File: config.mk
export PLATFORM = sky130hd
export DESIGN_NAME = bdCoreTop
export DESIGN_NICKNAME = d
export VERILOG_FILES = /design/src/bdCorePkg.sv /design/src/bdCoreTop.sv /design/src/bdRegFile.sv /design/src/downstreamEncoder.sv /design/src/hostOutArbiter.sv /design/src/hostWordDecoder.sv /design/src/regReporter.sv /design/src/upstreamPacker.sv
export SDC_FILE = /design/constraint.sdc
export NUM_CORES = 1
export LEC_CHECK = 0
export ABC_AREA = 1
export BUFFER_PORTS_ARGS = -buffer_cell sky130_fd_sc_hd__buf_2
export CORE_MARGIN = 2
export CORE_UTILIZATION = 35
export CTS_CLUSTER_DIAMETER = 30
export DETAILED_ROUTE_END_ITERATION = 8
export PLACE_DENSITY = 0.56
export SYNTH_ARGS = -nofsm -noshare
export SYNTH_HDL_FRONTEND = slang
export SYNTH_SLANG_ARGS = --single-unit
File: constraint.sdc
create_clock -name okClk -period 5.1 [get_ports okClk]
set_input_delay 0.51 -clock okClk [delete_from_list [all_inputs] [get_ports okClk]]
set_output_delay 0.51 -clock okClk [all_outputs]
set_load 0.02 [all_outputs]
File: src/bdCorePkg.sv
package bdCorePkg;

  // ----------------------------------------------------------
  // Word widths
  // ----------------------------------------------------------
  localparam int HostWordW = 32;
  localparam int DownWordW = 21;   // Chip downstream word
  localparam int UpWordW   = 34;   // Chip upstream word
  localparam int RegIdW    = 5;
  localparam int RegDataW  = 16;
  localparam int LeafW     = 6;
  localparam int PayloadW  = 20;
  localparam int KindW     = 2;    // Top bits of every host word
  localparam int TagW      = 8;    // Top byte of every output host word

  typedef logic [HostWordW-1:0] hostWordT;
  typedef logic [DownWordW-1:0] bdDownWordT;  // Bit 20 set marks a leaf header
  typedef logic [UpWordW-1:0]   bdUpWordT;
  typedef logic [RegIdW-1:0]    regIdT;
  typedef logic [RegDataW-1:0]  regDataT;
  typedef logic [LeafW-1:0]     leafT;
  typedef logic [PayloadW-1:0]  payloadT;

  // ----------------------------------------------------------
  // Field positions and codes
  // ----------------------------------------------------------
  localparam int IdLsb   = 24;     // Channel or leaf number starts here
  localparam int UpSplit = 24;     // Upstream bits below this go out in the low word

  localparam logic [KindW-1:0] KindDown = 2'd0;
  localparam logic [KindW-1:0] KindReg  = 2'd2;
  localparam logic [KindW-1:0] KindChan = 2'd3;

  // Output tags, all of kind 1
  localparam logic [TagW-1:0] TagUpLow  = 8'h40;
  localparam logic [TagW-1:0] TagUpHigh = 8'h41;
  localparam logic [TagW-1:0] TagReport = 8'h42;

  localparam int    NumRegs       = 31;    // Registers 0 to 30
  localparam regIdT NopReg        = 5'd31; // Writes here vanish
  localparam regIdT RegDownEnable = 5'd0;  // Bit 0 opens the downstream path
  localparam regIdT RegUpEnable   = 5'd1;  // Bit 0 opens the upstream path
  localparam regIdT ChanReadback  = 5'd0;  // Data field names the register to report

  // Host output arbiter, A is the upstream packer and B the reporter
  typedef enum logic [1:0] {
    ArbIdle,
    ArbServeA,
    ArbServeB,
    ArbRelease
  } arbStateT;

endpackage

File: src/bdCoreTop.sv
module bdCoreTop (
  input  logic                  okClk,
  input  logic                  rst,
  // Host side
  input  bdCorePkg::hostWordT   hostInData,
  input  logic                  hostInValid,
  output logic                  hostInReady,
  output bdCorePkg::hostWordT   hostOutData,
  output logic                  hostOutValid,
  input  logic                  hostOutReady,
  // Chip side
  output bdCorePkg::bdDownWordT bdOutData,
  output logic                  bdOutValid,
  input  logic                  bdOutReady,
  input  bdCorePkg::bdUpWordT   bdInData,
  input  logic                  bdInValid,
  output logic                  bdInReady
);

  // Register file ports
  logic               regWe;
  bdCorePkg::regIdT   regWAddr;
  bdCorePkg::regDataT regWData;
  bdCorePkg::regIdT   regRAddr;
  bdCorePkg::regDataT regRData;
  logic               downEnable;
  logic               upEnable;

  // Decoder to encoder and reporter
  logic               downReq;
  logic               downAck;
  bdCorePkg::leafT    downLeaf;
  bdCorePkg::payloadT downPayload;
  logic               rbReq;
  logic               rbAck;
  bdCorePkg::regIdT   rbRegId;

  // Peers to arbiter
  logic                upReq;
  logic                upAck;
  bdCorePkg::hostWordT upWord;
  logic                repReq;
  logic                repAck;
  bdCorePkg::hostWordT repWord;

  bdRegFile regFile (
    .okClk, .rst, .regWe, .regWAddr, .regWData, .regRAddr, .regRData,
    .downEnable, .upEnable
  );

  hostWordDecoder decoder (
    .okClk, .rst, .hostInData, .hostInValid, .hostInReady,
    .regWe, .regWAddr, .regWData,
    .downReq, .downAck, .downLeaf, .downPayload,
    .rbReq, .rbAck, .rbRegId
  );

  downstreamEncoder encoder (
    .okClk, .rst, .downEnable, .downReq, .downAck, .downLeaf, .downPayload,
    .bdOutData, .bdOutValid, .bdOutReady
  );

  upstreamPacker packer (
    .okClk, .rst, .upEnable, .bdInData, .bdInValid, .bdInReady,
    .upReq, .upAck, .upWord
  );

  regReporter reporter (
    .okClk, .rst, .rbReq, .rbAck, .rbRegId, .regRAddr, .regRData,
    .repReq, .repAck, .repWord
  );

  // Packer is peer A, reporter is peer B
  hostOutArbiter arbiter (
    .okClk, .rst, .upReq, .upAck, .upWord, .repReq, .repAck, .repWord,
    .hostOutData, .hostOutValid, .hostOutReady
  );

endmodule

File: src/bdRegFile.sv
module bdRegFile (
  input  logic               okClk,
  input  logic               rst,
  input  logic               regWe,
  input  bdCorePkg::regIdT   regWAddr,
  input  bdCorePkg::regDataT regWData,
  input  bdCorePkg::regIdT   regRAddr,
  output bdCorePkg::regDataT regRData,
  output logic               downEnable,
  output logic               upEnable
);

  bdCorePkg::regDataT regs [bdCorePkg::NumRegs];  // No storage behind NopReg

  // Configuration is cleared on reset, so both paths start closed
  always_ff @(posedge okClk) begin
    if (rst) begin
      for (int i = 0; i < bdCorePkg::NumRegs; i++) begin
        regs[i] <= '0;
      end
    end else if (regWe && (regWAddr != bdCorePkg::NopReg)) begin
      regs[regWAddr] <= regWData;
    end
  end

  // Reading the no-op register gives zero
  assign regRData = (regRAddr == bdCorePkg::NopReg) ? '0 : regs[regRAddr];

  assign downEnable = regs[bdCorePkg::RegDownEnable][0];
  assign upEnable   = regs[bdCorePkg::RegUpEnable][0];

endmodule

File: src/downstreamEncoder.sv
module downstreamEncoder (
  input  logic                  okClk,
  input  logic                  rst,
  input  logic                  downEnable,
  input  logic                  downReq,
  output logic                  downAck,
  input  bdCorePkg::leafT       downLeaf,
  input  bdCorePkg::payloadT    downPayload,
  output bdCorePkg::bdDownWordT bdOutData,
  output logic                  bdOutValid,
  input  logic                  bdOutReady
);

  typedef enum logic [1:0] {
    EncIdle,   // Empty, may latch a request
    EncHold,   // Word latched, waiting for downEnable
    EncHead,   // Leaf header on the chip bus
    EncPay     // Payload word on the chip bus
  } encStateT;

  encStateT           state;
  bdCorePkg::leafT    wordLeaf;   // Latched request
  bdCorePkg::payloadT wordPay;
  bdCorePkg::leafT    lastLeaf;   // Leaf of the last header sent
  logic               leafValid;  // Low until the first header goes out
  logic               take;
  logic               newLeaf;

  assign take    = (state == EncIdle) && downReq && !downAck;
  assign newLeaf = !leafValid || (lastLeaf != wordLeaf);

  // Output word comes straight from the state, so it is stable while valid
  assign bdOutValid = (state == EncHead) || (state == EncPay);
  assign bdOutData  = (state == EncHead)
                    ? {1'b1, {(bdCorePkg::DownWordW-1-bdCorePkg::LeafW){1'b0}}, wordLeaf}
                    : {1'b0, wordPay};

  always_ff @(posedge okClk) begin
    if (rst) begin
      state     <= EncIdle;
      downAck   <= 1'b0;
      leafValid <= 1'b0;
    end else begin
      if (downAck && !downReq) downAck <= 1'b0;  // Return to zero
      case (state)
        EncIdle: begin
          if (take) begin
            downAck <= 1'b1;
            state   <= EncHold;
          end
        end
        // Header only when the leaf changes
        EncHold: if (downEnable) state <= newLeaf ? EncHead : EncPay;
        EncHead: begin
          if (bdOutReady) begin
            leafValid <= 1'b1;
            state     <= EncHold;  // Payload goes out on the next pass
          end
        end
        EncPay:  if (bdOutReady) state <= EncIdle;
        default: state <= EncIdle;
      endcase
    end
  end

  always_ff @(posedge okClk) begin
    if (take) begin
      wordLeaf <= downLeaf;
      wordPay  <= downPayload;
    end
    if ((state == EncHead) && bdOutReady) lastLeaf <= wordLeaf;
  end

endmodule

File: src/hostOutArbiter.sv
module hostOutArbiter (
  input  logic                okClk,
  input  logic                rst,
  input  logic                upReq,
  output logic                upAck,
  input  bdCorePkg::hostWordT upWord,
  input  logic                repReq,
  output logic                repAck,
  input  bdCorePkg::hostWordT repWord,
  output bdCorePkg::hostWordT hostOutData,
  output logic                hostOutValid,
  input  logic                hostOutReady
);

  bdCorePkg::arbStateT state;
  logic                lastB;  // Reporter got the last grant

  // Peers hold their words stable while req is up
  assign hostOutValid = (state == bdCorePkg::ArbServeA) || (state == bdCorePkg::ArbServeB);
  assign hostOutData  = (state == bdCorePkg::ArbServeB) ? repWord : upWord;

  // ----------------------------------------------------------
  // Round robin grant and four-phase completion
  // ----------------------------------------------------------
  always_ff @(posedge okClk) begin
    if (rst) begin
      state  <= bdCorePkg::ArbIdle;
      lastB  <= 1'b0;
      upAck  <= 1'b0;
      repAck <= 1'b0;
    end else begin
      case (state)
        bdCorePkg::ArbIdle: begin
          if (upReq && (!repReq || lastB)) begin
            state <= bdCorePkg::ArbServeA;
          end else if (repReq) begin
            state <= bdCorePkg::ArbServeB;
          end
        end
        bdCorePkg::ArbServeA: begin
          if (hostOutReady) begin  // Host took the word
            upAck <= 1'b1;
            lastB <= 1'b0;
            state <= bdCorePkg::ArbRelease;
          end
        end
        bdCorePkg::ArbServeB: begin
          if (hostOutReady) begin
            repAck <= 1'b1;
            lastB  <= 1'b1;
            state  <= bdCorePkg::ArbRelease;
          end
        end
        bdCorePkg::ArbRelease: begin
          // Drop ack once the served peer has let go of req
          if (!(upAck && upReq) && !(repAck && repReq)) begin
            upAck  <= 1'b0;
            repAck <= 1'b0;
            state  <= bdCorePkg::ArbIdle;
          end
        end
        default: state <= bdCorePkg::ArbIdle;
      endcase
    end
  end

endmodule

File: src/hostWordDecoder.sv
module hostWordDecoder (
  input  logic               okClk,
  input  logic               rst,
  input  bdCorePkg::hostWordT hostInData,
  input  logic               hostInValid,
  output logic               hostInReady,
  output logic               regWe,
  output bdCorePkg::regIdT   regWAddr,
  output bdCorePkg::regDataT regWData,
  output logic               downReq,
  input  logic               downAck,
  output bdCorePkg::leafT    downLeaf,
  output bdCorePkg::payloadT downPayload,
  output logic               rbReq,
  input  logic               rbAck,
  output bdCorePkg::regIdT   rbRegId
);

  typedef enum logic [2:0] {
    DecStart,     // First cycle out of reset, input held off
    DecIdle,      // Ready for a host word
    DecDown,      // downReq up until the encoder latches
    DecDownRel,   // Waiting for downAck to fall
    DecRb,        // rbReq up until the report is done
    DecRbRel
  } decStateT;

  decStateT                    state;
  logic [bdCorePkg::KindW-1:0] kind;
  bdCorePkg::regIdT            idField;  // Channel number
  logic                        accept;

  assign kind    = hostInData[bdCorePkg::HostWordW-1 -: bdCorePkg::KindW];
  assign idField = hostInData[bdCorePkg::IdLsb +: bdCorePkg::RegIdW];
  assign accept  = hostInValid && hostInReady;

  assign hostInReady = (state == DecIdle);
  assign downReq     = (state == DecDown);
  assign rbReq       = (state == DecRb);

  // Register writes land in the accept cycle itself
  assign regWe    = accept && (kind == bdCorePkg::KindReg);
  assign regWAddr = hostInData[bdCorePkg::RegDataW +: bdCorePkg::RegIdW];  // Same spot as in a report
  assign regWData = hostInData[bdCorePkg::RegDataW-1:0];

  // ----------------------------------------------------------
  // Sequencing of the two four-phase exchanges
  // ----------------------------------------------------------
  always_ff @(posedge okClk) begin
    if (rst) begin
      state <= DecStart;
    end else begin
      case (state)
        DecStart: state <= DecIdle;
        DecIdle: begin
          if (accept && (kind == bdCorePkg::KindDown)) begin
            state <= DecDown;
          end else if (accept && (kind == bdCorePkg::KindChan)
                       && (idField == bdCorePkg::ChanReadback)) begin
            state <= DecRb;
          end  // Other channels and kind 1 are dropped
        end
        DecDown:    if (downAck)  state <= DecDownRel;
        DecDownRel: if (!downAck) state <= DecIdle;
        DecRb:      if (rbAck)    state <= DecRbRel;
        DecRbRel:   if (!rbAck)   state <= DecIdle;
        default:    state <= DecIdle;
      endcase
    end
  end

  // Fields stay put for the whole exchange since no word is taken meanwhile
  always_ff @(posedge okClk) begin
    if (accept) begin
      downLeaf    <= hostInData[bdCorePkg::IdLsb +: bdCorePkg::LeafW];
      downPayload <= hostInData[bdCorePkg::PayloadW-1:0];
      rbRegId     <= hostInData[bdCorePkg::RegIdW-1:0];  // Register to report
    end
  end

endmodule

File: src/regReporter.sv
module regReporter (
  input  logic                okClk,
  input  logic                rst,
  input  logic                rbReq,
  output logic                rbAck,
  input  bdCorePkg::regIdT    rbRegId,
  output bdCorePkg::regIdT    regRAddr,
  input  bdCorePkg::regDataT  regRData,
  output logic                repReq,
  input  logic                repAck,
  output bdCorePkg::hostWordT repWord
);

  typedef enum logic [1:0] {
    RpIdle,
    RpReq,    // Report offered to the arbiter
    RpRel,    // Waiting for the arbiter to drop repAck
    RpAck     // Report done, now ack the decoder
  } rpStateT;

  rpStateT state;

  assign regRAddr = rbRegId;  // Decoder holds it for the whole exchange
  assign repReq   = (state == RpReq);
  assign rbAck    = (state == RpAck);

  always_ff @(posedge okClk) begin
    if (rst) begin
      state <= RpIdle;
    end else begin
      case (state)
        RpIdle:  if (rbReq)   state <= RpReq;
        RpReq:   if (repAck)  state <= RpRel;
        RpRel:   if (!repAck) state <= RpAck;
        RpAck:   if (!rbReq)  state <= RpIdle;
        default: state <= RpIdle;
      endcase
    end
  end

  // Value is sampled once, when the command is taken
  always_ff @(posedge okClk) begin
    if ((state == RpIdle) && rbReq) begin
      repWord <= {bdCorePkg::TagReport,
                  {(bdCorePkg::HostWordW-bdCorePkg::TagW-bdCorePkg::RegIdW
                    -bdCorePkg::RegDataW){1'b0}},
                  rbRegId, regRData};
    end
  end

endmodule

File: src/upstreamPacker.sv
module upstreamPacker (
  input  logic                okClk,
  input  logic                rst,
  input  logic                upEnable,
  input  bdCorePkg::bdUpWordT bdInData,
  input  logic                bdInValid,
  output logic                bdInReady,
  output logic                upReq,
  input  logic                upAck,
  output bdCorePkg::hostWordT upWord
);

  typedef enum logic [2:0] {
    PkIdle,
    PkLowReq,    // Low word offered to the arbiter
    PkLowRel,
    PkHighReq,   // High word offered
    PkHighRel
  } pkStateT;

  pkStateT             state;
  bdCorePkg::bdUpWordT chipWord;  // Held across both host words
  logic                highSel;

  // Enable is cleared by reset, so ready is low right after it
  assign bdInReady = (state == PkIdle) && upEnable;
  assign upReq     = (state == PkLowReq) || (state == PkHighReq);
  assign highSel   = (state == PkHighReq) || (state == PkHighRel);

  // Low word carries bits 23..0, high word bits 33..24 right aligned
  assign upWord = highSel
    ? {bdCorePkg::TagUpHigh,
       {(bdCorePkg::HostWordW-bdCorePkg::TagW-bdCorePkg::UpWordW+bdCorePkg::UpSplit){1'b0}},
       chipWord[bdCorePkg::UpWordW-1:bdCorePkg::UpSplit]}
    : {bdCorePkg::TagUpLow, chipWord[bdCorePkg::UpSplit-1:0]};

  always_ff @(posedge okClk) begin
    if (rst) begin
      state <= PkIdle;
    end else begin
      case (state)
        PkIdle:    if (bdInValid && bdInReady) state <= PkLowReq;
        PkLowReq:  if (upAck)  state <= PkLowRel;
        PkLowRel:  if (!upAck) state <= PkHighReq;
        PkHighReq: if (upAck)  state <= PkHighRel;
        PkHighRel: if (!upAck) state <= PkIdle;
        default:   state <= PkIdle;
      endcase
    end
  end

  always_ff @(posedge okClk) begin
    if (bdInValid && bdInReady) chipWord <= bdInData;
  end

endmodule

==> results.md <==
- Most common cell after layout, fill and taps aside: nand2_1
- Worst-case clock buffer depth: 3
- Worst path required time: 4590 ps
- Chip height: 288 um
- Tightest Pin Transition: 1060 ps
- Overflow after GRT: 0
- CTS root buffer: clkbuf_16
- Dominant cells by area after synthesis: edfxtp_1 66%, nand2_1 9.7%, nor2_1 9.1%, nand3_1 6.2%, clkbuf_1 2.2%
- Largest area contributor in the netlist: edfxtp_1
- Type of origin of the critical path: flip-flop
- Slew margin rel.: 29.3%
- CTS tree: done
- DRT Wirelength: 80.8 mm
- ANT nets after route: 0
- Reg2reg end: regFile.regs[10][2]$_SDFFCE_PN0P_
- Worst-skew pair later-pin latency: 730 ps
- Worst Skew: 21.5 ps
- Nets: 3114
- DIE AREA: 83200 um^2
- Area Overhead vs Synth: 24.1%
- Port bufs: 119
- Fin cells: 4209
- YS warnings: 0
- Hold endpoint: decoder.downPayload[8]$_DFFE_PP_
- Largest net degree at the start of global routing: 165
- Via density: 4.93
- Commonest cells after routing, fill and taps aside: 734 x nand2_1, 685 x nor2_1, 625 x edfxtp_1, 352 x nand3_1, 146 x clkbuf_16
- CP Cell Sequence: inv_1 -> ha_1 -> nor2_1 -> inv_1 -> nor2_1 -> nor2_1 -> buf_2
- Cell area after layout: 35100 um^2
- Post-synth top area share: 66.3%
- Worst Reg-to-Reg Cells: 7
- TritonCTS Sinks: 642
- Hold Vio Cnt, Final: 0
- Drt pass-1 iters: 5
- Worst VDD drop: 0.000328 V
- Global-route wire length before repair: 120 mm
- Total negative slack: 0 ps
- Flop-to-flop setup slack: 1950 ps
- Leakage power: 14.3 nW
- Post_cts resized: 0
- DR WL/cell: 19.2 um
- Post-route setup slack: 1520 ps
- Io pins: 129
- MaxCap Viol Count: 0
- Most used cell along the critical path: nor2_1
- GRT Total Usage: 19.5%
- Post-Syn Instances: 2847
- Slew Limit Fails: 0
- Drc violations: 0
- Crit-path slowest cell: nor2_1
- Worst r2r src: decoder.state[2]$_SDFFE_PP0P_
- RSZ-0062 raised after global routing: no
- Setup violators final: 0
- Via count: 20.7k
- Mean Syn Cell Area: 9.94 um^2
- Number of global-route vias before repair: 19.8k
- Fmax: 280 MHz
- Crit path DAT: 3070 ps
- Placed insts: 3891
- Starting Density: 35.3%
- Initial antenna violation count: 1
- Initial detailed-routing violation count: 1836
- Crit-path max FO: 15
- HP Start: hostInData[8]
- Core ar.: 80300 um^2
- Mapped Area: 28300 um^2
- Crit. End Element: output port
- #FFs+latches synth: 642
- Pre-CTS setup slack: 1530 ps
- Tcrit/Tclk final: 70.1%
- H-tree depth: 4
- Post-synthesis sequential area ratio: 67.5%
- TritonCTS buffer count: 146
- Power per cell area: 493 nW/um^2
- Share of layout cells above drive strength 1: 13.1%
- Dpl hpwl: 46.4 mm
- Worst hold path class: in -> reg
- Number of distinct library cells after synthesis: 33
- Crit path kind: reg -> out
- Clock slew at reported path FFs: 50 ps
- Fin crit period: 3580 ps
- Cell area after placement: 29900 um^2
- Final Wtd Congestion: 0.856
- Core Rows: 104
- Chip width: 288 um
- CP max stage delay: 670 ps
- WHS: 36.9 ps
- Worst hold path stage count: 1
- Status: complete, no violations
==> cell usage after synthesis, drive strengths merged <==
cell,instances
o211ai,4
xor2,1
a21boi,1
nand3,354
mux2i,1
nand2,741
nand4,3
o22ai,10
inv,84
edfxtp,625
nor3,15
clkbuf,163
ha,8
conb,2
a21oi,9
xnor2,4
a31oi,2
a22o,11
buf,47
dfxtp,17
o21ai,56
o21a,1
nor2,688
==> worst max-delay path by stage <==
stage | start | endpoint | slack, ps
floorplan | packer.state[2]$_SDFFE_PP0P_ | packer.state[2]$_SDFFE_PP0P_ | 1610
global placement | rst | regFile.regs[10][2]$_SDFFCE_PN0P_ | 1500
detailed placement | rst | regFile.regs[10][2]$_SDFFCE_PN0P_ | 1530
CTS | arbiter.state[0]$_SDFFE_PP0P_ | hostOutData[3] | 1480
global route | arbiter.state[0]$_SDFFE_PP0P_ | hostOutData[3] | 1260
finish | arbiter.state[0]$_SDFFE_PP0P_ | hostOutData[3] | 1520
==> per-layer routing <==
| metal | vias to the layer above | global-route usage, % | wire [um] | share of wire (%) |
|---|---|---|---|---|
| li1 | 9904 | - | - | - |
| met1 | 9914 | 26.4 | 34900 | 43 |
| met2 | 791 | 30.3 | 37600 | 47 |
| met3 | 136 | 4.15 | 5840 | 7.2 |
| met4 | 2 | 8.04 | 2450 | 3.0 |
| met5 | - | 0 | 13 | 0.016 |
==> where the power goes <==
part	switching, mW	internal, mW	total [mW]
combinational	1.71	0.612	2.32
clock	2.99	5.75	8.74
sequential	0.114	6.14	6.25
total	4.81	12.5	17.3
==> repair_timing <==
| action | CTS | global route |
|---|---|---|
| endpoints found under the hold margin | 67 | 0 |
| hold buffers | 55 | 0 |
| setup buffers | 0 | 0 |
==> state kept, by name, summed over array words and instances (netlist names) <==
name,cells
encoder.downAck,1
encoder.state,2
packer.state,3
packer.chipWord,34
encoder.leafValid,1
regFile.regs,512
decoder.downLeaf,6
arbiter.lastB,1
arbiter.upAck,1
arbiter.repAck,1
reporter.state,2
reporter.repWord,21
decoder.rbRegId,4
arbiter.state,2
encoder.wordPay,20
encoder.lastLeaf,6
encoder.wordLeaf,6
decoder.state,3
decoder.downPayload,16
==> per-stage QoR <==
stage               power (mW)  utilization (%)
floorplan                 7.78                -
global placement          8.59             37.3
detailed placement        8.61             37.3
CTS                       17.4             43.8
global route              18.0             43.8
finish                    17.3             43.8
==> area by class of cell <==
| cell class | instances | area [um^2] |
|---|---|---|
| Antenna cell | 1 | 2.50 |
| Clock buffer | 173 | 3750 |
| Clock inverter | 89 | 901 |
| Fill cell | 7499 | 45200 |
| Inverter | 84 | 325 |
| Multi-Input combinational cell | 1931 | 8130 |
| Sequential cell | 642 | 19100 |
| Tap cell | 1060 | 1330 |
| Timing Repair Buffer | 229 | 1580 |
==> cell families (layout without fill, tap and decap cells) <==
kind of cell               count (synthesis)  in the layout  share of synthesized area, %
other                                      2             23                        0.0265
adders and majority gates                  8              8                         0.354
muxes                                      1              1                        0.0354
DFF                                      642            642                          67.5
buffers and inverters                    294            575                          4.08
AOI/OAI and AO/OA                         94             94                          1.91
and+or+nand+nor                         1801           1801                          25.9
xor gates and xnor gates                   5              5                         0.155
==> critical path, delay by kind of cell, from the launching register on <==
family | cells | cell delay, ps
adders and majority gates | 1 | 380
buffers and inverters | 3 | 650
DFF | 1 | 370
and+or+nand+nor | 3 | 930
(Power assumes the default switching activity.)
